$ cat config.mk
export PLATFORM = sky130hd
export DESIGN_NAME = peak_tracker
export DESIGN_NICKNAME = d
export VERILOG_FILES = /design/src/sweep_pkg.sv /design/src/peak_tracker.sv
export SDC_FILE = /design/constraint.sdc
export NUM_CORES = 1
export LEC_CHECK = 0
export BUFFER_PORTS_ARGS = -buffer_cell sky130_fd_sc_hd__buf_4
export CAP_MARGIN = 20
export CORE_MARGIN = 1.5
export CORE_UTILIZATION = 30
export CTS_BUF_LIST = sky130_fd_sc_hd__clkbuf_8
export DETAILED_ROUTE_END_ITERATION = 16
export SYNTH_ARGS = -nofsm -noshare
export SYNTH_HDL_FRONTEND = slang
export SYNTH_SLANG_ARGS = --single-unit
$ cat constraint.sdc
create_clock -name clk125 -period 3.4 [get_ports clk125]
set_clock_uncertainty 0.2 [all_clocks]
set_input_delay 0.68 -clock clk125 [delete_from_list [all_inputs] [get_ports clk125]]
set_output_delay 0.68 -clock clk125 [all_outputs]
set_load 0.01 [all_outputs]
$ cat src/sweep_pkg.sv
package sweep_pkg;

  // signed adc and reference sample width
  localparam int sample_w = 14;
  // amplitude and phase result width
  localparam int acc_w = 32;
  // frequency word sent to the external sine source
  localparam int freq_w = 32;
  // table depth and point index
  localparam int addr_w = 8;
  // run-length and crossing counters
  localparam int count_w = 16;

  // defaults for the top level parameters
  localparam int default_settle_cycles = 4;
  localparam int default_meas_cycles = 4;
  localparam int default_min_run = 10;

  typedef logic signed [sample_w-1:0] sample_t;
  // amplitude, signed
  typedef logic signed [acc_w-1:0] amp_t;
  // phase lag in samples, unsigned
  typedef logic [acc_w-1:0] acc_t;
  typedef logic [freq_w-1:0] freq_t;
  typedef logic [addr_w-1:0] addr_t;
  typedef logic [count_w-1:0] count_t;

  // one settle/measure/report pass per sweep point
  typedef enum logic [2:0] {
    idle,
    settle,
    measure,
    report,
    done
  } sweep_state_t;

endpackage

$ cat src/peak_tracker.sv
module peak_tracker (
  input  logic                    clk125,
  input  logic                    areset_n,
  input  sweep_pkg::sweep_state_t state,
  input  sweep_pkg::sample_t      sample_q,
  output sweep_pkg::amp_t         amplitude
);
  import sweep_pkg::*;

  amp_t pk_max;
  amp_t pk_min;
  amp_t sample_ext;

  // sign extend to result width
  assign sample_ext = amp_t'(sample_q);

  always_ff @(posedge clk125 or negedge areset_n)
  begin
    if (!areset_n)
    begin
      pk_max    <= '0;
      pk_min    <= '0;
      amplitude <= '0;
    end
    else
    begin
      case (state)
        measure:
        begin
          if (sample_ext > pk_max)
            pk_max <= sample_ext;
          if (sample_ext < pk_min)
            pk_min <= sample_ext;
        end
        // half of peak to peak, held until next report
        report:
          amplitude <= (pk_max - pk_min) >>> 1;
        default:
        begin
          // both peaks restart from zero before measure
          pk_max <= '0;
          pk_min <= '0;
        end
      endcase
    end
  end

endmodule

After elaboration in Yosys (flattened, before gate mapping) --
Index checks and enable logic that the tools add are counted.
Cells by class: add/subtract/negate cells 1, multipliers 0, div/mod/pow operators 0, magnitude comparators 2, equal/unequal tests 4, shifts and indexed selects 0, multiplexer cells 4, bitwise gates (word level) 1, reductions and logical operators 2
Operator list (number):
- $pmux W32 S2 | 2
- $mux W32 | 2
- $gt A14 B32 Y1 | 1
- $lt A14 B32 Y1 | 1
- $sub A32 B32 Y32 | 1
- $eq A3 B2 Y1 const B | 2
- $ne A2 B2 Y1 const B | 2
- $reduce_and A2 Y1 | 2
- $not A1 Y1 | 1
Word-level totals: register bits 95, bits in latches 0, memory bits (writable) 0, ROM bits 0, bits of input ports 19, output and inout port bits 32, word-level logic and storage cells 17, memories kept 0

Longest topological paths before layout --
Gate-level depths: netlist (run 1).
depth after elaboration 3, gate-level depth with buffers 10, depth with buffers taken out 10

Worst setup path after synthesis (run 1) --
OpenSTA, ideal clock, no wires.
path kind reg2reg, from register pk_max[4], to register amplitude[14], setup time 83 ps, data arrival time 2540 ps, required time 3117 ps, slack 578 ps, stages on the path, launching flop included 9, buffers on the path 0, clock period less this slack 2822 ps, cell sequence dfrtp_1 -> ha_1 -> a21o_1 -> a31o_2 -> a21oi_2 -> o21ai_0 -> a221oi_1 -> fa_1 -> o21ai_0
Between the ends: longest elaborated chain between the ends 1
RTL lines:
- start, declared | line peak_tracker.sv:10 | amp_t pk_max;
- start signal, assigned | line peak_tracker.sv:31 | pk_max <= sample_ext;
- $sub A32 B32 Y32 | line peak_tracker.sv:37 | amplitude <= (pk_max - pk_min) >>> 1;
- end signal, assigned | line peak_tracker.sv:37
- end, declared | line peak_tracker.sv:6 | output sweep_pkg::amp_t amplitude
No other way between the ends. A chain may end at the register's enable or synchronous reset.

Worst setup path after layout (run 1) --
Ends and elaborated chain as after synthesis.

==> results of run 1 <==
[where the power goes]
part / total (mW) / internal, mW / leakage [nW] / switching, mW
Sequential: 0.885 / 0.815 / 0.781 / 0.0699
Clock: 0.574 / 0.294 / 0.103 / 0.280
Combinational: 0.657 / 0.295 / 1.36 / 0.361
Total: 2.12 / 1.40 / 2.24 / 0.712
[kinds of logic after synthesis]
kind of cell	share of synthesized area, %
adders and majority gates	15.0
DFF	34.6
xor gates and xnor gates	1.44
buffers and inverters	5.93
and+or+nand+nor	18.1
AOI/OAI and AO/OA	24.9
[layout by cell type (no fill, tap or decap), types with 3 or more instances in the layout]
| cell type | netlist | routed |
|---|---|---|
| nand2b_1 | 5 | 5 |
| a21o_1 | 9 | 9 |
| inv_1 | 31 | 34 |
| a21oi_1 | 21 | 21 |
| fa_1 | 7 | 7 |
| xnor2_1 | 4 | 4 |
| nand2_1 | 47 | 47 |
| buf_4 | 2 | 59 |
| nand4_1 | 21 | 21 |
| o2111ai_1 | 18 | 18 |
| nand3_1 | 21 | 21 |
| o21a_1 | 3 | 3 |
| and2_1 | 15 | 15 |
| ha_1 | 40 | 40 |
| o211ai_1 | 4 | 4 |
| or4_1 | 4 | 4 |
| a21boi_0 | 16 | 16 |
| a22o_1 | 13 | 13 |
| a31oi_1 | 4 | 4 |
| xor2_1 | 3 | 3 |
| nor2b_1 | 6 | 5 |
| clkbuf_8 | 0 | 11 |
| dfrtp_1 | 59 | 59 |
| nor2_1 | 7 | 7 |
| o21ai_0 | 24 | 24 |
| a32oi_1 | 15 | 15 |
| nor3_1 | 6 | 6 |
[worst paths after layout]
check	start	endpoint	slack, ps
worst max-delay path	pk_max[4]$_DFFE_PN0P_	amplitude[14]$_DFFE_PN0N_	290
worst min-delay path	areset_n	amplitude[9]$_DFFE_PN0N_	210
worst max register to register	pk_max[4]$_DFFE_PN0P_	amplitude[14]$_DFFE_PN0N_	290
worst min register to register	amplitude[2]$_DFFE_PN0N_	amplitude[2]$_DFFE_PN0N_	280
max in group asynchronous	areset_n	amplitude[1]$_DFFE_PN0N_	2290
min in group clk125	amplitude[2]$_DFFE_PN0N_	amplitude[2]$_DFFE_PN0N_	280
[registers in the layout, indices dropped and copies added (netlist names)]
signal	flops
pk_max	14
amplitude	31
pk_min	14
[per-layer routing]
metal,vias to the layer above,wire (um),track usage (%)
met1,1857,5180,20.9
met5,-,0,0
met3,17,607,2.57
met4,0,256,7.63
li1,1817,-,-
met2,123,5210,25.0
[per-stage QoR]
step	setup slack, ps	power [mW]
2_1_floorplan	578	1.25
3_3_place_gp	384	1.54
3_5_place_dp	331	1.56
4_1_cts	299	2.15
5_1_grt	121	2.26
6_report	286	2.12
[final cells by class]
cell class / count / share of cell area (%)
Multi-Input combinational cell: 342 / 51.0
Sequential cell: 59 / 29.7
Timing Repair Buffer: 59 / 8.91
Tap cell: 180 / 4.53
Clock buffer: 11 / 3.05
Inverter: 31 / 2.34
Clock inverter: 5 / 0.428
[worst register-to-register path: cells and delay by family, from the launching register on]
| kind | cells | cell delay, ps |
|---|---|---|
| adders and majority gates | 2 | 870 |
| DFF | 1 | 400 |
| AOI/OAI and AO/OA | 6 | 1560 |
==> impl_metrics.yaml, run 1 <==
pwr:
  power_density_nw_per_um2: 426
  vdd_drop_max_mv: 0.148
  p_leak_nw: 2.24
finish:
  fin_area_sq_um: 4970
  multi_input_area_sq_um: 2540
  nFillCells: 1431
  areaGrowthSynthToFinish_pct: 16.6
  postLayoutCoreUtil_pct: 35.8
  fin_nets: 568
  final_layout_size_suffix_gt1_share_pct: 16.0
  register_area_sq_um: 1480
  finalNonFillerCells: 687
  n_antenna_cell: 0
setup_path:
  start_kind: "flop"
  path_class: "flop to flop"
  r2r_cells: 8
  cp.depth: 8
  slowest_stage: "a221oi_1"
  end_kind: "flop"
  slowest_delay_ps: 500
  critPathArrivalTime_ps: 3190
  critPathMostFrequentCell: "o21ai_0"
  crit_buf_inv: 0
  required_ps: 3470
  cpLargestDelayFamily: "compound AO/OA/AOI/OAI gates"
  crit_chain: "ha_1 -> a21o_1 -> a31o_2 -> a21oi_2 -> o21ai_0 -> a221oi_1 -> fa_1 -> o21ai_0"
  critPathMaxFanout: 7
place:
  io_buffers: 50
  post_dp_cell_area_sq_um: 4800
  dp.cells: 671
  dp_hpwl_mm: 8.38
  gp_congestion: 0.848
sta:
  finalCriticalPeriod_ps: 3110
  hold_viol: 0
  fin_crit_sh_pct: 91.6
  slew_viol_final: 0
  rsz0062_at_grt: "false"
  slew_headroom_pct: 43.6
  tns_ps: 0
  fmax_mhz: 321
  setup_viol: 0
  holdWs_ps: 206
  worst_slew_pin_slew_ps: 824
drt:
  num_vias: 3814
  routed_wl_mm: 11.3
  route.detailed.drc: 0
  postRouteAntennaNets: 0
  drt_iter0_drc: 235
  via_per_inst: 5.55
  wl_per_cell_um: 16.4
  first_pass_iters: 4
global_routing:
  grt_start_max_net_pins: 60
  grt_pass1_vias: 3709
  overflow: 0
  grt_antenna_before_repair: 0
  gr-usage-all-layers_pct: 15.8
  grt_pass1_wl_mm: 18.3
logic_synthesis:
  synth.most_common_cell: "dfrtp_1"
  yosysUniqueCellTypes: 54
  synth_area_leaders: "dfrtp_1, ha_1, nand2_1"
  synthCells: 461
  synth_top_area_cell: "dfrtp_1"
  ys_seq_area_share_pct: 34.6
  ys_ff_latch: 59
  synthArstFlopShare_pct: 100
  netlist_area_sq_um: 4260
  yosys_most_used_dff: "dfrtp_1"
  synth_edf_count: 0
  synth_top_area_share_pct: 34.6
  yosys_warnings: 0
  synthesis.nets: 527
  synthTopCellsByCount: "dfrtp_1, nand2_1, ha_1, inv_1, o21ai_0"
  avgSynthCellArea_sq_um: 9.25
cts:
  cts-buffers-inserted: 9
  cts_tree: "done"
  max-clock-path-buffers: 2
  cts.sinks: 59
  cts_max_level: 3
  hold_buffers: 0
  clk_latency_ps: 360
  ctsResizeCount: 0
  post_cts_buffers: 0
  root_buffer: "clkbuf_8"
  clk_pin_slew_ps: 70
floorplanning:
  num_rows: 43
  design.core.area_sq_um: 13900
  dieWidth_um: 122
  fp.dieH_um: 122
  die_area_sq_um: 14900
  io_pins: 51
  start_util_pct: 30.7
outcome:
  outcome: "finished clean"
flow_run:
  maxCapViolations: 0
min_path:
  holdCritPathClass: "primary input to async pin"
Note: power is estimated with default switching activity, not from simulation.
==> run 2, diff against run 1 <==
--- a/config.mk
+++ b/config.mk
@@ -5,12 +5,13 @@
 export SDC_FILE = /design/constraint.sdc
 export NUM_CORES = 1
 export LEC_CHECK = 0
-export BUFFER_PORTS_ARGS = -buffer_cell sky130_fd_sc_hd__buf_4
+export BUFFER_PORTS_ARGS = -buffer_cell sky130_fd_sc_hd__buf_2
 export CAP_MARGIN = 20
 export CORE_MARGIN = 1.5
-export CORE_UTILIZATION = 30
+export CORE_UTILIZATION = 50
 export CTS_BUF_LIST = sky130_fd_sc_hd__clkbuf_8
 export DETAILED_ROUTE_END_ITERATION = 16
+export PLACE_DENSITY = 0.7
 export SYNTH_ARGS = -nofsm -noshare
 export SYNTH_HDL_FRONTEND = slang
 export SYNTH_SLANG_ARGS = --single-unit
==> constraint.sdc (replaced) <==
create_clock -name clk125 -period 3.4 [get_ports clk125]
set_clock_uncertainty 0.2 [all_clocks]
set_input_delay 0.68 -clock clk125 [delete_from_list [all_inputs] [get_ports clk125]]
set_output_delay 0.68 -clock clk125 [all_outputs]
set_load 0.02 [all_outputs]
==> run 2 against run 1 <==
Compared with the run above:
- via count fell by 2.6%
- sequential power shrank 1%
- final cell count fell by 10%
- maximum frequency increased by 0.46%
- die area is 39% lower
- setup slack improved by 14 ps
- clock power rose by 12%
- first-iteration DRC count is 19% lower
- count of clock-buffer cells in the layout decreased by 1
- combinational power grew 4.1%
- final area down 3.4%
- critical endpoint unchanged
==> impl_metrics.yaml, run 2 (synthesized netlist as in run 1, its figures left out) <==
finish:
  layout_common_cells: "dfrtp_1, buf_2, nand2_1"
  final_layout_size_suffix_gt1_share_pct: 17.1
  largest_reg_flops: 31
  nFillCells: 720
  final_common_cell: "dfrtp_1"
  areaGrowthSynthToFinish_pct: 12.6
  n_antenna_cell: 0
  largest-register: "amplitude"
  fin_nets: 571
  reg.largest.list: "amplitude (31), pk_max (14), pk_min (14)"
setup_path:
  required_ps: 3460
  start_kind: "flop"
  end_kind: "flop"
  critPathMaxFanout: 7
  crit-reg2reg-launch: "pk_max[4]$_DFFE_PN0P_"
  reg2reg_slack_ps: 300
  critPathArrivalTime_ps: 3160
  regToRegEndpoint: "amplitude[14]$_DFFE_PN0N_"
  r2r_cells: 8
  path_class: "flop to flop"
global_routing:
  gr-usage-all-layers_pct: 25.0
  grt_antenna_before_repair: 0
  grt_pass1_wl_mm: 17.5
  overflow: 0
  grt_pass1_vias: 3574
  grt_start_max_net_pins: 51
floorplanning:
  die_area_sq_um: 9090
  dieWidth_um: 95.3
  num_rows: 33
  io_pins: 51
  design.core.area_sq_um: 8220
  fp.dieH_um: 95.3
  start_util_pct: 51.9
sta:
  tns_ps: 0
  fin_crit_sh_pct: 91.2
  setup_viol: 0
  worst_slew_pin_slew_ps: 781
  fmax_mhz: 323
  slew_viol_final: 0
  finalCriticalPeriod_ps: 3100
  hold_viol: 0
  rsz0062_at_grt: "false"
  slew_headroom_pct: 46.6
cts:
  root_buffer: "clkbuf_8"
  clk_pin_slew_ps: 70
  post_cts_buffers: 0
  cts.sinks: 59
  clk_latency_ps: 340
  hold_buffers: 0
  cts_max_level: 3
  ctsResizeCount: 0
  cts-buffers-inserted: 9
  max-clock-path-buffers: 2
  cts_tree: "done"
drt:
  route.detailed.drc: 0
  postRouteAntennaNets: 0
  routed_wl_mm: 10.7
  drt_iter0_drc: 191
  num_vias: 3716
  first_pass_iters: 4
  wl_per_cell_um: 17.5
  via_per_inst: 6.04
pwr:
  p_total_mw: 2.20
  p_leak_nw: 2.23
  power_density_nw_per_um2: 459
  vdd_drop_max_mv: 0.177
outcome:
  outcome: "finished clean"
flow_run:
  maxCapViolations: 0
min_path:
  holdCritPathClass: "primary input to async pin"
place:
  dp_hpwl_mm: 7.84
  io_buffers: 50
  gp_congestion: 0.897
==> run 2: changes by cell type in the layout (fill, tap and decap cells not counted) <==
cell	before	now
nor4_1	2	1
bufinv_16	0	1
clkinvlp_4	0	1
inv_1	34	32
clkbuf_8	11	10
clkinv_2	2	3
nor4_2	1	2
buf_2	0	50
buf_4	59	12
==> run 2: critical path: stages (launching register included) <==
cell,delay [ps]
dfrtp_1,400
ha_1,370
a21o_1,210
a31o_2,250
a21oi_2,270
o21ai_0,180
a221oi_1,500
fa_1,490
o21ai_0,150
==> run 2: worst max path at each step <==
| stage | endpoint | slack, ps | startpoint |
|---|---|---|---|
| 4_1_cts | amplitude[14]$_DFFE_PN0N_ | 290 | pk_max[4]$_DFFE_PN0P_ |
| 2_1_floorplan | amplitude[14]$_DFFE_PN0N_ | 580 | pk_max[4]$_DFFE_PN0P_ |
| 3_3_place_gp | amplitude[14]$_DFFE_PN0N_ | 410 | pk_max[4]$_DFFE_PN0P_ |
| 6_report | amplitude[14]$_DFFE_PN0N_ | 300 | pk_max[4]$_DFFE_PN0P_ |
| 3_5_place_dp | amplitude[14]$_DFFE_PN0N_ | 320 | pk_max[4]$_DFFE_PN0P_ |
| 5_1_grt | amplitude[14]$_DFFE_PN0N_ | 70 | pk_max[4]$_DFFE_PN0P_ |
==> run 2: final cells by class <==
type	count	area (sq um)	area share [%]
clock inverters	6	56.3	1.17
multi-input cells	342	2540	53.0
repair buffers	62	340	7.09
well taps	105	131	2.74
clock buffers	10	138	2.87
inverters	31	116	2.42
flip-flops and latches	59	1480	30.8
==> run 2: where the power goes <==
| group | switching (mW) | internal [mW] | total, mW |
|---|---|---|---|
| Clock | 0.293 | 0.352 | 0.645 |
| Combinational | 0.447 | 0.238 | 0.684 |
| Sequential | 0.0613 | 0.814 | 0.875 |
==> run 2: through the flow <==
stage / instances / instance area, sq um / setup slack, ps / hold slack [ps] / util, %
after detailed placement: 599 / 4610 / 319 / 266 / 56.1
final: 615 / 4800 / 300 / 144 / 58.4
after floorplan: 461 / 4260 / 578 / 184 / -
after global placement: 599 / 4610 / 410 / 253 / 56.1
after CTS: 615 / 4800 / 290 / 156 / 58.4
after global routing: 615 / 4800 / 73.3 / 179 / 58.4
==> run 2: layer usage <==
metal	part of all wire (%)	GRT usage (%)	vias up	wire length [um]
met5	0	0	-	0
met4	1.4	8.33	0	150
met3	4.8	3.27	11	514
met2	47	40.7	100	5080
met1	47	34.1	1796	5000
li1	-	-	1809	-
==> run 3, diff against run 2 <==
--- a/config.mk
+++ b/config.mk
@@ -11,6 +11,7 @@
 export CORE_UTILIZATION = 50
 export CTS_BUF_LIST = sky130_fd_sc_hd__clkbuf_8
 export DETAILED_ROUTE_END_ITERATION = 16
+export MAX_ROUTING_LAYER = met4
 export PLACE_DENSITY = 0.7
 export SYNTH_ARGS = -nofsm -noshare
 export SYNTH_HDL_FRONTEND = slang
==> run 3 against run 2 <==
Compared with the run above:
- maximum frequency increased by 0.19%
- total power up 0.12%
- count of clock-buffer cells in the layout unchanged
- clock power increased by 0.6%
- register-to-register slack is essentially flat
- non-clock buffer count stayed put
- worst hold slack lost 1.7 ps
- final area stayed put
- die area unchanged
- global-route usage increased by 0.71 points
- combinational power about the same
- critical path type unchanged
- highest routed layer unchanged
==> impl_metrics.yaml, run 3 (synthesized netlist as in run 1, its figures left out) <==
place:
  post-place-ws_ps: 319
  io_buffers: 50
  post_dp_cell_area_sq_um: 4610
  gp_congestion: 0.912
  dp.cells: 599
  dp_hpwl_mm: 7.84
drt:
  via_per_inst: 6.04
  routed_wl_mm: 10.7
  postRouteAntennaNets: 0
  wl_per_cell_um: 17.4
  num_vias: 3717
  drt_iter0_drc: 187
  first_pass_iters: 4
  route.detailed.drc: 0
setup_path:
  crit_chain: "ha_1 -> a21o_1 -> a31o_2 -> a21oi_2 -> o21ai_0 -> a221oi_1 -> fa_1 -> o21ai_0"
  slowest_stage: "a221oi_1"
  critPathArrivalTime_ps: 3150
  required_ps: 3460
  r2r_cells: 8
  critPathMaxFanout: 7
  regToRegEndpoint: "amplitude[14]$_DFFE_PN0N_"
  cpLargestDelayFamily: "compound AO/OA/AOI/OAI gates"
  path_class: "flop to flop"
  critPathMostFrequentCell: "o21ai_0"
  end_kind: "flop"
  reg2reg_slack_ps: 310
  crit-reg2reg-launch: "pk_max[4]$_DFFE_PN0P_"
  start_kind: "flop"
  slowest_delay_ps: 500
  crit_buf_inv: 0
finish:
  layout_common_cells: "dfrtp_1, buf_2, nand2_1"
  final_layout_size_suffix_gt1_share_pct: 17.1
  multi_input_area_sq_um: 2540
  areaGrowthSynthToFinish_pct: 12.6
  final_common_cell: "dfrtp_1"
  register_area_sq_um: 1480
  largest-register: "amplitude"
  fin_area_sq_um: 4800
  nFillCells: 720
  n_antenna_cell: 0
  finalNonFillerCells: 615
  fin_nets: 571
  largest_reg_flops: 31
  reg.largest.list: "amplitude (31), pk_max (14), pk_min (14)"
cts:
  clk_latency_ps: 340
  cts.sinks: 59
  cts_tree: "done"
  ctsResizeCount: 0
  root_buffer: "clkbuf_8"
  cts_max_level: 3
  clk_pin_slew_ps: 70
  post_cts_buffers: 0
  max-clock-path-buffers: 2
  cts-buffers-inserted: 9
  hold_buffers: 0
floorplanning:
  start_util_pct: 51.9
  design.core.area_sq_um: 8220
  fp.dieH_um: 95.3
  dieWidth_um: 95.3
  io_pins: 51
  die_area_sq_um: 9090
  num_rows: 33
pwr:
  p_switching_mw: 0.804
  seqPwrFrac_pct: 39.7
  p_int_mw: 1.40
  switching_share_pct: 36.4
  power_density_nw_per_um2: 460
  p_leak_nw: 2.23
  vdd_drop_max_mv: 0.177
  share_comb_of_total_power_pct: 30.9
  pwr-share-clk_pct: 29.4
sta:
  fin_crit_sh_pct: 91.0
  fmax_mhz: 323
  hold_viol: 0
  slew_viol_final: 0
  layout_setup_ws_ps: 306
  slew_headroom_pct: 46.0
  tns_ps: 0
  worst_slew_pin_slew_ps: 789
  finalCriticalPeriod_ps: 3090
  rsz0062_at_grt: "false"
  setup_viol: 0
global_routing:
  grt_antenna_before_repair: 0
  grt_pass1_wl_mm: 17.5
  grt_start_max_net_pins: 51
  overflow: 0
  gr-usage-all-layers_pct: 25.7
  grt_pass1_vias: 3575
min_path:
  holdCritPathClass: "primary input to async pin"
outcome:
  outcome: "finished clean"
flow_run:
  maxCapViolations: 0
[run 3: worst max-delay path by stage]
stage | startpoint | end | depth (start not counted)
2_1_floorplan | pk_max[4]$_DFFE_PN0P_ | amplitude[14]$_DFFE_PN0N_ | 8
3_3_place_gp | pk_max[4]$_DFFE_PN0P_ | amplitude[14]$_DFFE_PN0N_ | 8
3_5_place_dp | pk_max[4]$_DFFE_PN0P_ | amplitude[14]$_DFFE_PN0N_ | 8
4_1_cts | pk_max[4]$_DFFE_PN0P_ | amplitude[14]$_DFFE_PN0N_ | 8
5_1_grt | pk_max[4]$_DFFE_PN0P_ | amplitude[14]$_DFFE_PN0N_ | 8
6_report | pk_max[4]$_DFFE_PN0P_ | amplitude[14]$_DFFE_PN0N_ | 8
[run 3: routing by layer]
| layer | global-route usage (%) | up-vias | wire length, um |
|---|---|---|---|
| li1 | - | 1809 | - |
| met1 | 34.1 | 1811 | 4930 |
| met2 | 40.7 | 86 | 5060 |
| met3 | 3.27 | 11 | 528 |
| met4 | 8.33 | 0 | 163 |
| met5 | - | - | 0 |
[run 3: final cells by class]
cell class                      instances  share of cell area, %
Clock buffer                           10                   2.87
Timing Repair Buffer                   62                   7.09
Multi-Input combinational cell        342                   53.0
Sequential cell                        59                   30.8
Tap cell                              105                   2.74
Inverter                               31                   2.42
Clock inverter                          6                   1.17
[run 3: power groups by stage]
stage | sequential (mW) | clock (mW) | combinational (mW)
final | 0.876 | 0.649 | 0.683
after global routing | 0.890 | 0.690 | 0.759
after CTS | 0.876 | 0.658 | 0.688
after detailed placement | 0.889 | 0 | 0.684
after global placement | 0.884 | 0 | 0.669
after floorplan | 1.02 | 0 | 0.322
[run 3: stage by stage]
stage	hold WS [ps]	total power, mW	util [%]
6_report	142	2.21	58.4
5_1_grt	179	2.34	58.4
4_1_cts	156	2.22	58.4
3_5_place_dp	266	1.57	56.1
3_3_place_gp	253	1.55	56.1
2_1_floorplan	184	1.34	-
