**src/sweep_pkg.sv**
```systemverilog
package sweep_pkg;

  // signed adc and reference sample width
  localparam int sample_w = 14;
  // amplitude and phase result width
  localparam int acc_w = 32;
  // frequency word sent to the external sine source
  localparam int freq_w = 32;
  // table depth and point index
  localparam int addr_w = 8;
  // run-length and crossing counters
  localparam int count_w = 16;

  // defaults for the top level parameters
  localparam int default_settle_cycles = 4;
  localparam int default_meas_cycles = 4;
  localparam int default_min_run = 10;

  typedef logic signed [sample_w-1:0] sample_t;
  // amplitude, signed
  typedef logic signed [acc_w-1:0] amp_t;
  // phase lag in samples, unsigned
  typedef logic [acc_w-1:0] acc_t;
  typedef logic [freq_w-1:0] freq_t;
  typedef logic [addr_w-1:0] addr_t;
  typedef logic [count_w-1:0] count_t;

  // one settle/measure/report pass per sweep point
  typedef enum logic [2:0] {
    idle,
    settle,
    measure,
    report,
    done
  } sweep_state_t;

endpackage

```
**src/phase_meter.sv**
```systemverilog
module phase_meter (
  input  logic                    clk125,
  input  logic                    areset_n,
  input  sweep_pkg::sweep_state_t state,
  input  logic                    a_cross,
  input  logic                    b_cross,
  output sweep_pkg::acc_t         phase_lag
);
  import sweep_pkg::*;

  // samples since the last a crossing
  acc_t lag_cnt;
  // last a to b distance
  acc_t lag_cap;
  // an a crossing seen in this measure
  logic seen_a;

  always_ff @(posedge clk125 or negedge areset_n)
  begin
    if (!areset_n)
    begin
      lag_cnt   <= '0;
      lag_cap   <= '0;
      seen_a    <= 1'b0;
      phase_lag <= '0;
    end
    else
    begin
      case (state)
        measure:
        begin
          // restart at each a crossing
          if (a_cross)
          begin
            lag_cnt <= acc_t'(1);
            seen_a  <= 1'b1;
          end
          else
            lag_cnt <= lag_cnt + 1'b1;
          // same cycle crossings mean zero lag
          if (b_cross && a_cross)
            lag_cap <= '0;
          else if (b_cross && seen_a)
            lag_cap <= lag_cnt;
        end
        report:
          phase_lag <= lag_cap;
        default:
        begin
          lag_cnt <= '0;
          lag_cap <= '0;
          seen_a  <= 1'b0;
        end
      endcase
    end
  end

endmodule

```
**config.mk**
```make
export PLATFORM = sky130hd
export DESIGN_NAME = phase_meter
export DESIGN_NICKNAME = d
export VERILOG_FILES = /design/src/sweep_pkg.sv /design/src/phase_meter.sv
export SDC_FILE = /design/constraint.sdc
export NUM_CORES = 1
export LEC_CHECK = 0
export ABC_CLOCK_PERIOD_IN_PS = 1550
export BUFFER_PORTS_ARGS = -buffer_cell sky130_fd_sc_hd__buf_2
export CAP_MARGIN = 10
export CORE_UTILIZATION = 53
export DETAILED_ROUTE_END_ITERATION = 8
export PLACE_DENSITY = 0.72
export SKIP_LAST_GASP = 1
export SYNTH_ARGS = -nofsm -noshare
export SYNTH_HDL_FRONTEND = slang
export SYNTH_SLANG_ARGS = --single-unit
```
**constraint.sdc**
```tcl
create_clock -name clk125 -period 1.55 [get_ports clk125]
set_input_delay 0.31 -clock clk125 [delete_from_list [all_inputs] [get_ports clk125]]
set_output_delay 0.31 -clock clk125 [all_outputs]
set_load 0.005 [all_outputs]
```
# --- After elaboration in Yosys (flattened, before gate mapping) ---
# Cells that the tools add are included.
# Widths: inputs -> output; s select.
op_classes:
  reduce_logical: 4
  addsub: 1
  bitwise: 1
  muxes: 7
  eq_ne: 4
op_table:
  columns: ["cell", "count"]
  rows:
  - ["$pmux 32 s2", 2]
  - ["$mux 32", 3]
  - ["$add 32x1->32 const B", 1]
  - ["$eq 3x2->1 const B", 2]
  - ["$reduce_and 2->1", 2]
  - ["$ne 3x3->1 const B", 1]
  - ["$logic_and 1x1->1", 2]
  - ["$ne 2x2->1 const B", 1]
  - ["$pmux 1 s2", 1]
  - ["$mux 1", 1]
  - ["$not 1->1", 1]
word_totals:
  in_bits: 7
  word_cells: 21
  output_inout_bits: 32
  ff_bits: 97

# --- Longest topological paths before layout ---
# Gate-level depths: netlist (run 1).
depth:
  depth_word: 4
  ltp_mapped: 6
  ltp_nobuf: 5

# --- Worst setup path before layout (run 1) ---
# OpenSTA, ideal clock, no wires.
synth_path:
  path_kind: "reg2reg"
  start: "reg lag_cnt[0]"
  end: "reg lag_cnt[30]"
  arrival_ns: 1.485
  path_stages_with_launch: 6
  n_path_buf: 0
  setup_slack_ns: -0.059
  setup_ns: 0.124
  required_time_ns: 1.426
  synth_period_minus_slack_ns: 1.609
  cell_sequence: "dfrtp_1 > ha_1 > nand3_1 > nor2_1 > a31oi_1 > a211o_1"
synth_between:
  elab_chain_len: 3
synth_lines:
  columns: ["element", "line", "source"]
  rows:
  - ["start: declaration", "phase_meter.sv:12", "acc_t lag_cnt;"]
  - ["start signal: assignment", "phase_meter.sv:35", "lag_cnt <= acc_t'(1);"]
  - ["start signal: assignment", "phase_meter.sv:39", "lag_cnt <= lag_cnt + 1'b1;"]
  - ["$add 32x1->32", "phase_meter.sv:39", null]
  - ["$mux 32", "phase_meter.sv:33", "if (a_cross)"]
  - ["$pmux 32 s2", "phase_meter.sv:29", "case (state)"]
# Every way passes these cells.
# A chain may end at the register's enable or synchronous reset.

# --- Worst setup path after layout (run 1) ---
layout_path:
  start: "reg lag_cnt[0]"
  end: "reg lag_cnt[16]"
# Same word-level chain as after synthesis.

==> flow_summary_export.csv, run 1 <==
group,metric,value,unit
timing,relSlewSlack,37.0,%
cts,cts_sinks,97,
floorplanning,pin_count,39,
cells_and_area,drive_gt1_share,31.2,%
timing,skew,12.2,ps
cells_and_area,nFillCells,571,
placement,dp_hpwl,6960,um
flow_run,drv_cap,0,
placement,gp_congestion,0.939,
synth,synth_adder_area_share,0.296,%
cells_and_area,stdcell_count,625,
global_routing,grt_usage,25.8,%
cts,cts_tree,"built",
cts,clk_latency,370,ps
worst_setup_path,critPathMaxFanout,4,
worst_setup_path,worstSetupPathType,"register to register",
synth,synth_seq_cells,97,
floorplanning,fp.dieArea,8350,um^2
worst_setup_path,critPathSlowestCell,"dfrtp_1",
worst_setup_path,worstPathRequired,1760,ps
synth,synthCells,418,
timing,setup_slack,-77.9,ps
drt,postRouteAntennaNets,0,
status,outcome,"finished with violations",
cts,root_buffer,"clkbuf_8",
cells_and_area,antenna_cells,0,
timing,min_period,1630,ps
global_routing,antenna_found_initial,0,
timing,fmax,0.614,GHz
worst_setup_path,critPathLaunchType,"register",
status,violations,"setup timing",
worst_setup_path,reg2reg_to,"lag_cnt[16]",
worst_setup_path,crit_path_max_incr_delay,370,ps
global_routing,grt-ovfl-total,0,
drt,vias_per_cell,5.75,
worst_setup_path,end_kind,"register",
placement,dp_slack,-175,ps
floorplanning,start_util,54.8,%
drt,drt_first_pass_iters,5,
pwr,p_leak,2.73,nW
placement,io_buffers,38,
pwr,power_density,794,nW/um^2
timing,final.setup.tns,-299,ps
pwr,peakVddDrop,0.420,mV
synth,synth_flop_cell,"dfrtp_1",
timing,finalCritPeriodShare,105,%
synth,synth_top_family_by_area,"simple AND/OR/NAND/NOR gates",
synth,avgSynthCellArea,10.1,um^2
cts,clockBufferDepth,2,
drt,vias,3596,
synth,syn-num-nets,426,
cells_and_area,nets,526,
cts,ctsHtreeMaxLevel,3,
floorplanning,dieHeight,91.4,um
synth,yosys_warnings,0,
synth,synth_mux_area_share,0.236,%
hold_path,hold_path_class,"input port to async pin",
timing,setup-violations-final,8,
floorplanning,die_w,91.4,um
synth,syn-cell-area,4230,um^2
synth,yosys.area_share.simple,22.9,%
synth,synth-compound-area-share,14.8,%
worst_setup_path,worstSetupStartpoint,"lag_cnt[0]",
drt,drtIter0Drc,281,
worst_setup_path,worstPathArrival,1840,ps
worst_setup_path,regToRegStartpoint,"lag_cnt[0]",
drt,routedWlPerCell,16.3,um
drt,routed_wl,10200,um
worst_setup_path,rr_worst_depth,7,
synth,synth_cell_types,48,
timing,max_slew.worst_pin.slew,941,ps
global_routing,grt_max_degree,39,
floorplanning,coreArea,7730,um^2
global_routing,grt_pass1_vias,3431,
synth,synth_xor_area_share,1.45,%
timing,grt_setup_unrepaired,"true",
worst_setup_path,rrSetupSlack,-80,ps
cells_and_area,syn2layout_area_growth,27.5,%
synth,synth-seq-area-share,57.3,%
worst_setup_path,critPathCapture,"lag_cnt[16]",
placement,place_inst,601,
pwr,totalPowerFinal,0.00429,W
global_routing,grt_pass1_wl,16800,um
drt,drc,0,
floorplanning,placementRows,32,
synth,synth_edf_count,0,
synth,async_reset_ff_share,100,%
cts,clkTransAtPathRegs,90,ps
worst_setup_path,path_cells,"ha_2 > buf_6 > and3_4 > nand3_4 > buf_4 > o31ai_2 > a21oi_1",
cts,cts-buffers-inserted,9,
timing,final-hold-violation-count,0,
timing,drv_slew,0,
==> critical path, delay by kind of cell, from the launching register on <==
family	cells	cell delay, ps
AOI/OAI and AO/OA	2	310
buffers and inverters	2	300
adders and majority gates	1	210
DFF	1	370
and+or+nand+nor	2	290
==> per-stage QoR <==
| stage | hold slack [ps] | area (um^2) | util, % |
|---|---|---|---|
| 6_report | 289 | 5400 | 69.9 |
| 3_5_place_dp | 141 | 5040 | 65.2 |
| 5_1_grt | 287 | 5400 | 69.9 |
| 2_1_floorplan | 14.4 | 4260 | - |
| 4_1_cts | 279 | 5300 | 68.5 |
| 3_3_place_gp | 139 | 5040 | 65.2 |
==> synth_stat cells (3+ instances only) <==
cell | count | area share, %
o21ai_0 | 11 | 1.3
buf_2 | 11 | 1.3
xnor2_1 | 5 | 1.0
and2_1 | 3 | 0.44
and4_1 | 7 | 1.4
a21oi_1 | 15 | 1.8
nor3_1 | 4 | 0.47
clkbuf_1 | 11 | 0.98
o31ai_1 | 4 | 0.71
a22o_1 | 33 | 6.8
nor2_1 | 15 | 1.3
buf_1 | 3 | 0.27
dfrtp_1 | 97 | 57
nand4_1 | 13 | 1.9
nand3_1 | 11 | 1.3
or4_1 | 4 | 0.71
and3_1 | 6 | 0.89
nor4_1 | 5 | 0.74
a31oi_1 | 10 | 1.5
a41oi_1 | 3 | 0.62
nand2_1 | 113 | 10
==> layout by cell type, fill, tap and decap left out, types with 9 or more instances in the layout <==
cell type,Yosys,routed
a21oi_1,15,14
a22o_1,33,33
a31oi_1,10,9
buf_2,11,37
buf_4,0,71
clkbuf_8,0,9
dfrtp_1,97,95
nand2_1,113,113
nand4_1,13,13
nor2_1,15,14
o21ai_0,11,10
==> registers in the layout, summed over array words and instances (netlist names) <==
register / cells
phase_lag: 32
lag_cnt: 32
lag_cap: 32
seen_a: 1
==> logic make-up (layout without fill, tap and decap cells) <==
family          after synthesis  count (layout)
mux                           1               1
xor+xnor                      7               7
simple gates                198             198
fa+ha+maj                     1               1
buf+inv                      28             133
flops                        97              97
compound gates               86              86
==> repair_timing <==
item                                   4_1_cts  5_1_grt
resized for setup                            8       17
hold buffers                                 1        0
buffers inserted                             3        4
endpoints found under the hold margin       74        0
pin swaps                                    3        4
setup endpoints to repair                   11       22
==> worst min-delay path by stage <==
stage / from / end / slack (ps) / cells past startpoint
floorplan: areset_n / lag_cap[0] / 10 / 0
global placement: areset_n / phase_lag[6] / 140 / 1
detailed placement: areset_n / phase_lag[6] / 140 / 1
CTS: areset_n / phase_lag[6] / 280 / 2
global route: areset_n / phase_lag[6] / 290 / 2
finish: areset_n / phase_lag[6] / 290 / 2
==> layer usage <==
metal / GRT usage (%) / up-vias / routed length [um]
met3: 4.77 / 21 / 524
met4: 8.33 / 0 / 153
met1: 38.0 / 1747 / 4850
li1: - / 1710 / -
met5: 0 / - / 0
met2: 38.7 / 118 / 4650
==> area by class of cell <==
| class | count | area [um^2] | area share (%) |
|---|---|---|---|
| Sequential cell | 97 | 2430 | 45.0 |
| Multi-Input combinational cell | 293 | 1810 | 33.5 |
| Timing Repair Buffer | 115 | 840 | 15.6 |
| Tap cell | 102 | 128 | 2.36 |
| Clock buffer | 9 | 124 | 2.29 |
| Clock inverter | 7 | 60.1 | 1.11 |
| Inverter | 2 | 7.51 | 0.139 |
==> power breakdown <==
group          switching (W)  internal, W  total, W
Combinational       0.000135    0.0000585  0.000193
Sequential        0.00000229      0.00253   0.00253
Clock               0.000945     0.000615   0.00156
Total                0.00108      0.00320   0.00429
No activity file was read; power rests on OpenSTA's default activity.
==> inputs of run 2 (changes only) <==
ABC_AREA = 1   (was not set)
PLACE_DENSITY = 0.75   (was 0.72)
==> flow_summary_export.csv, run 2 <==
group,metric,value,unit
status,outcome,"finished with violations",
status,violations,"hold timing",
worst_setup_path,end_kind,"register",
synth,synth_mux_area_share,0,%
drt,postRouteAntennaNets,0,
global_routing,grt_pass1_wl,15600,um
cells_and_area,nFillCells,672,
flow_run,drv_cap,0,
drt,highest_layer,"met4",
floorplanning,die_w,93.6,um
synth,synth_top_area_cell,"dfrtp_1",
global_routing,grt_usage,22.9,%
cells_and_area,final_common_cell,"nand2_1",
placement,place_area,4830,um^2
drt,vias,3590,
pwr,peakVddDrop,0.383,mV
drt,routedWlPerCell,13.6,um
cells_and_area,top_regs,"lag_cap: 32 flops, lag_cnt: 32 flops, phase_lag: 32 flops",
cells_and_area,drive_gt1_share,19.5,%
floorplanning,fp.dieArea,8760,um^2
synth,synth_cell_types,32,
worst_setup_path,worstPathArrival,1800,ps
timing,max_slew.worst_pin.slew,534,ps
synth,synth.area.top_cells,"dfrtp_1, nand2_1, o21ai_0, nand3_1, nor2_1",
timing,final.setup.tns,0,ps
cts,clockBufferDepth,2,
synth,synth_xor_area_share,0.197,%
worst_setup_path,crit_path_max_incr_delay,420,ps
timing,setup-violations-final,0,
worst_setup_path,path_delay_family,"simple AND/OR/NAND/NOR gates",
worst_setup_path,regToRegStartpoint,"lag_cnt[1]",
synth,synthCells,528,
worst_setup_path,critPathMaxFanout,6,
placement,dp_hpwl,6370,um
synth,syn-cell-area,4450,um^2
hold_path,hold_path_class,"input port to async pin",
drt,wl_met3,384,um
synth,synthTopCellsByCount,"nand2_1, dfrtp_1, nor2_1",
timing,holdWs,-67.8,ps
cells_and_area,nets,588,
synth,synth_top_family_by_area,"simple AND/OR/NAND/NOR gates",
floorplanning,pin_count,39,
pwr,p_leak,2.38,nW
global_routing,grt_max_degree,98,
synth,synth-compound-area-share,11.6,%
drt,drc,0,
cts,cts-buffers-inserted,9,
synth,synth_seq_cells,97,
cells_and_area,final_cell_mix,"nand2_1, dfrtp_1, inv_1",
cells_and_area,syn2layout_area_growth,15.7,%
floorplanning,coreArea,8180,um^2
drt,wl_met1,4570,um
timing,fmax,0.646,GHz
cts,clkTransAtPathRegs,100,ps
synth,avgSynthCellArea,8.42,um^2
cts,root_buffer,"clkbuf_8",
timing,relSlewSlack,64.4,%
timing,final-hold-violation-count,26,
synth,synth_edf_count,0,
timing,skew,6.92,ps
cells_and_area,final_cell_area,5140,um^2
cts,ctsHtreeMaxLevel,3,
cts,clk_latency,360,ps
timing,drv_slew,0,
synth,syn-num-nets,536,
floorplanning,start_util,54.4,%
cells_and_area,antenna_cells,0,
worst_setup_path,rr_worst_depth,9,
global_routing,antenna_found_initial,0,
worst_setup_path,reg2reg_to,"lag_cnt[18]",
drt,drt_first_pass_iters,7,
cts,cts_tree,"built",
timing,finalCritPeriodShare,99.9,%
placement,io_buffers,38,
worst_setup_path,cp_num_buf_inv,1,
synth,synth_top_area_share,54.6,%
synth,yosys_warnings,0,
drt,vias_per_cell,5.20,
worst_setup_path,critPathLaunchType,"register",
synth,async_reset_ff_share,100,%
floorplanning,placementRows,33,
synth,synth_adder_area_share,0.281,%
worst_setup_path,critPathSlowestCell,"dfrtp_1",
synth,synth-seq-area-share,54.6,%
drt,routed_wl,9410,um
drt,wl_met2,4300,um
synth,synth_flop_cell,"dfrtp_1",
cts,cts_sinks,97,
timing,grt_setup_unrepaired,"true",
synth,synth.most_common_cell,"nand2_1",
placement,gp_congestion,0.901,
pwr,power_density,840,nW/um^2
timing,min_period,1550,ps
worst_setup_path,path_cells,"ha_2 > nand2_4 > nor2_4 > nand3_4 > nor2_8 > buf_6 > nand3_2 > nand2_1 > nor2_1",
global_routing,grt-ovfl-total,0,
global_routing,grt_pass1_vias,3288,
worst_setup_path,worstSetupPathType,"register to register",
synth,yosys.area_share.simple,25.2,%
floorplanning,dieHeight,93.6,um
worst_setup_path,worstPathRequired,1810,ps
worst_setup_path,rrSetupSlack,2,ps
drt,drtIter0Drc,265,
==> run 2: worst max path at each step <==
stage	from	to	slack [ps]	cells past startpoint
after floorplan	lag_cnt[0]	lag_cnt[26]	190	8
after global placement	lag_cnt[1]	lag_cnt[30]	90	8
after detailed placement	lag_cnt[1]	lag_cnt[26]	-7	8
after CTS	lag_cnt[1]	lag_cnt[26]	-10	9
after global routing	lag_cnt[1]	lag_cnt[20]	-90	9
final	lag_cnt[1]	lag_cnt[18]	2	9
==> run 2: stage by stage <==
| step | std cells | setup WS, ps | utilization [%] | total power (W) |
|---|---|---|---|---|
| 2_1_floorplan | 528 | 195 | - | 0.00269 |
| 3_3_place_gp | 667 | 86.8 | 59.1 | 0.00279 |
| 3_5_place_dp | 667 | -6.60 | 59.1 | 0.00280 |
| 4_1_cts | 683 | -10.3 | 61.3 | 0.00435 |
| 5_1_grt | 690 | -93.3 | 62.9 | 0.00449 |
| 6_report | 690 | 2.15 | 62.9 | 0.00432 |
==> run 2: cell type report <==
type	instances	area, um^2	area share (%)
clock buffer	10	138	2.68
clock inverter	6	48.8	0.949
inverter	67	251	4.89
multi-input combinational	346	1720	33.5
sequential	97	2430	47.3
tap	105	131	2.55
timing repair buffer	59	420	8.17
==> run 2: power breakdown <==
part | switching, W | internal (W)
Clock | 0.000929 | 0.000648
Sequential | 0.00000256 | 0.00253
Combinational | 0.000153 | 0.0000575
==> run 2: worst register-to-register path: cells and delay by family, from the launching register on <==
| kind | cells | cell delay [ps] |
|---|---|---|
| DFF | 1 | 420 |
| and+or+nand+nor | 7 | 650 |
| adders and majority gates | 1 | 230 |
| buffers and inverters | 1 | 140 |
==> run 2: cell families (layout without fill, tap and decap cells) <==
kind of cell    after synthesis  count (layout)
buf+inv                      85             142
flops                        97              97
simple gates                248             248
xor+xnor                      1               1
fa+ha+maj                     1               1
compound gates               96              96
==> run 2: per-layer routing <==
layer	GRT usage, %	vias up
met5	0	-
met4	8.46	0
met3	4.47	14
met2	33.2	94
met1	34.0	1691
li1	-	1791
==> run 2: repair_timing <==
action | CTS | global route
buffers inserted | 0 | 7
hold buffers | 0 | 0
endpoints found under the setup margin | 2 | 20
resized for setup | 0 | 25
pin swaps | 0 | 8
==> inputs of run 3 (changes only) <==
ABC_CLOCK_PERIOD_IN_PS = 1400   (was 1550)
clock period = 1.4 ns   (was 1.55 ns; I/O delays follow)
==> flow_summary_export.csv, run 3 (synthesized netlist as in run 2, its figures left out) <==
group,metric,value,unit
global_routing,grt_usage,24.6,%
global_routing,grt_pass1_vias,3555,
drt,drtIter0Drc,182,
drt,vias,3790,
global_routing,grt_pass1_wl,16500,um
cells_and_area,utilization,66.7,%
cts,clk_latency,360,ps
timing,relSlewSlack,63.9,%
placement,dp_hpwl,6850,um
worst_setup_path,regToRegStartpoint,"lag_cnt[1]",
cells_and_area,syn2layout_area_growth,22.7,%
placement,io_buffers,38,
placement,place_inst,694,
cells_and_area,final_common_cell,"nand2_1",
floorplanning,start_util,54.4,%
timing,grt_setup_unrepaired,"true",
floorplanning,placementRows,33,
placement,dp_slack,-114,ps
cells_and_area,final_cell_mix,"nand2_1, dfrtp_1, inv_1",
cells_and_area,drive_gt1_share,25.6,%
floorplanning,pin_count,39,
worst_setup_path,end_kind,"register",
placement,gp_congestion,0.902,
pwr,peakVddDrop,0.463,mV
cells_and_area,top_regs,"lag_cap: 32 flops, lag_cnt: 32 flops, phase_lag: 32 flops",
worst_setup_path,worstSetupPathType,"register to register",
drt,postRouteAntennaNets,0,
timing,max_slew.worst_pin.slew,540,ps
hold_path,hold_path_class,"input port to async pin",
cells_and_area,nets,623,
worst_setup_path,critPathMaxFanout,5,
drt,routed_wl,10200,um
timing,finalCritPeriodShare,110,%
timing,fmax,0.647,GHz
cts,cts_sinks,97,
drt,routedWlPerCell,14.1,um
floorplanning,dieHeight,93.6,um
cells_and_area,nFillCells,637,
global_routing,grt_max_degree,51,
timing,drv_slew,0,
timing,setup_slack,-145,ps
timing,skew,10.9,ps
cts,cts_tree,"built",
drt,vias_per_cell,5.23,
timing,holdWs,248,ps
floorplanning,fp.dieArea,8760,um^2
cts,clkTransAtPathRegs,100,ps
timing,final-hold-violation-count,0,
status,violations,"setup timing",
worst_setup_path,worstSetupStartpoint,"lag_cnt[1]",
status,outcome,"finished with violations",
cts,ctsHtreeMaxLevel,3,
drt,drc,0,
drt,drt_first_pass_iters,5,
global_routing,antenna_found_initial,0,
flow_run,drv_cap,0,
timing,setup-violations-final,22,
cells_and_area,stdcell_count,725,
pwr,p_leak,2.55,nW
cts,cts-buffers-inserted,9,
cts,clockBufferDepth,2,
worst_setup_path,critPathLaunchType,"register",
worst_setup_path,worstPathRequired,1680,ps
cts,root_buffer,"clkbuf_8",
floorplanning,coreArea,8180,um^2
worst_setup_path,worstPathArrival,1830,ps
timing,min_period,1550,ps
global_routing,grt-ovfl-total,0,
cells_and_area,antenna_cells,0,
floorplanning,die_w,93.6,um
pwr,power_density,900,nW/um^2
## run 3: cell count changes in the layout (fill, tap and decap cells not counted), moves of 2 or more
cell,change
buf_4,+36
nand2_2,+4
nand2_1,-3
nor2_1,-3
nor2_4,+3
buf_6,-2
nor3_1,-2
o21ai_1,-2
## run 3: worst paths after layout
kind                                  to  slack (ps)  depth (start not counted)
min reg2reg                 phase_lag[3]         490                          2
max                          lag_cnt[12]        -150                          8
min                        phase_lag[25]         250                          2
max reg2reg                  lag_cnt[12]        -150                          8
max in group asynchronous  phase_lag[10]         670                          3
min in group clk125           lag_cnt[0]         300                          3
## run 3: cell type report
cell class / count / area (um^2) / share of cell area, %
flip-flops and latches: 97 / 2430 / 44.5
multi-input cells: 347 / 1780 / 32.7
repair buffers: 93 / 658 / 12.1
inverters: 67 / 251 / 4.61
well taps: 105 / 131 / 2.41
clock buffers: 9 / 124 / 2.27
clock inverters: 7 / 77.6 / 1.42
## run 3: worst max-delay path, stage by stage (launching register included)
cell     delay, ps
dfrtp_1        390
ha_2           200
nand2_2         70
nor2_4         140
nand3_4        160
buf_4          180
nor2_1          90
o21ai_0        100
nor2_1         150
## run 3: timing repair
action	4_1_cts	5_1_grt
hold endpoints to repair	97	0
setup endpoints to repair	21	27
pin swaps	6	6
hold buffers	1	0
buffers inserted	6	7
resized for setup	15	18
gates cloned	1	0
## run 3: routing by layer
metal	wire, um	vias to the layer above	track usage (%)
met5	0	-	0
li1	-	1871	-
met2	4840	101	38.0
met4	300	0	9.87
met3	448	25	5.12
met1	4620	1793	34.0
## run 3: stage by stage
stage / TNS [ps] / power [W] / cell area (um^2)
4_1_cts: -377 / 0.00493 / 5340
5_1_grt: -3520 / 0.00509 / 5460
3_5_place_dp: -1170 / 0.00310 / 5020
2_1_floorplan: 0 / 0.00297 / 4450
6_report: -1340 / 0.00491 / 5460
3_3_place_gp: -127 / 0.00310 / 5020
## run 3: report_power, final
group          leakage [nW]  total, W  internal (W)  switching (W)
clock network        0.0938   0.00186      0.000841        0.00102
registers              1.35   0.00281       0.00280     0.00000320
logic                  1.11  0.000242     0.0000700       0.000172
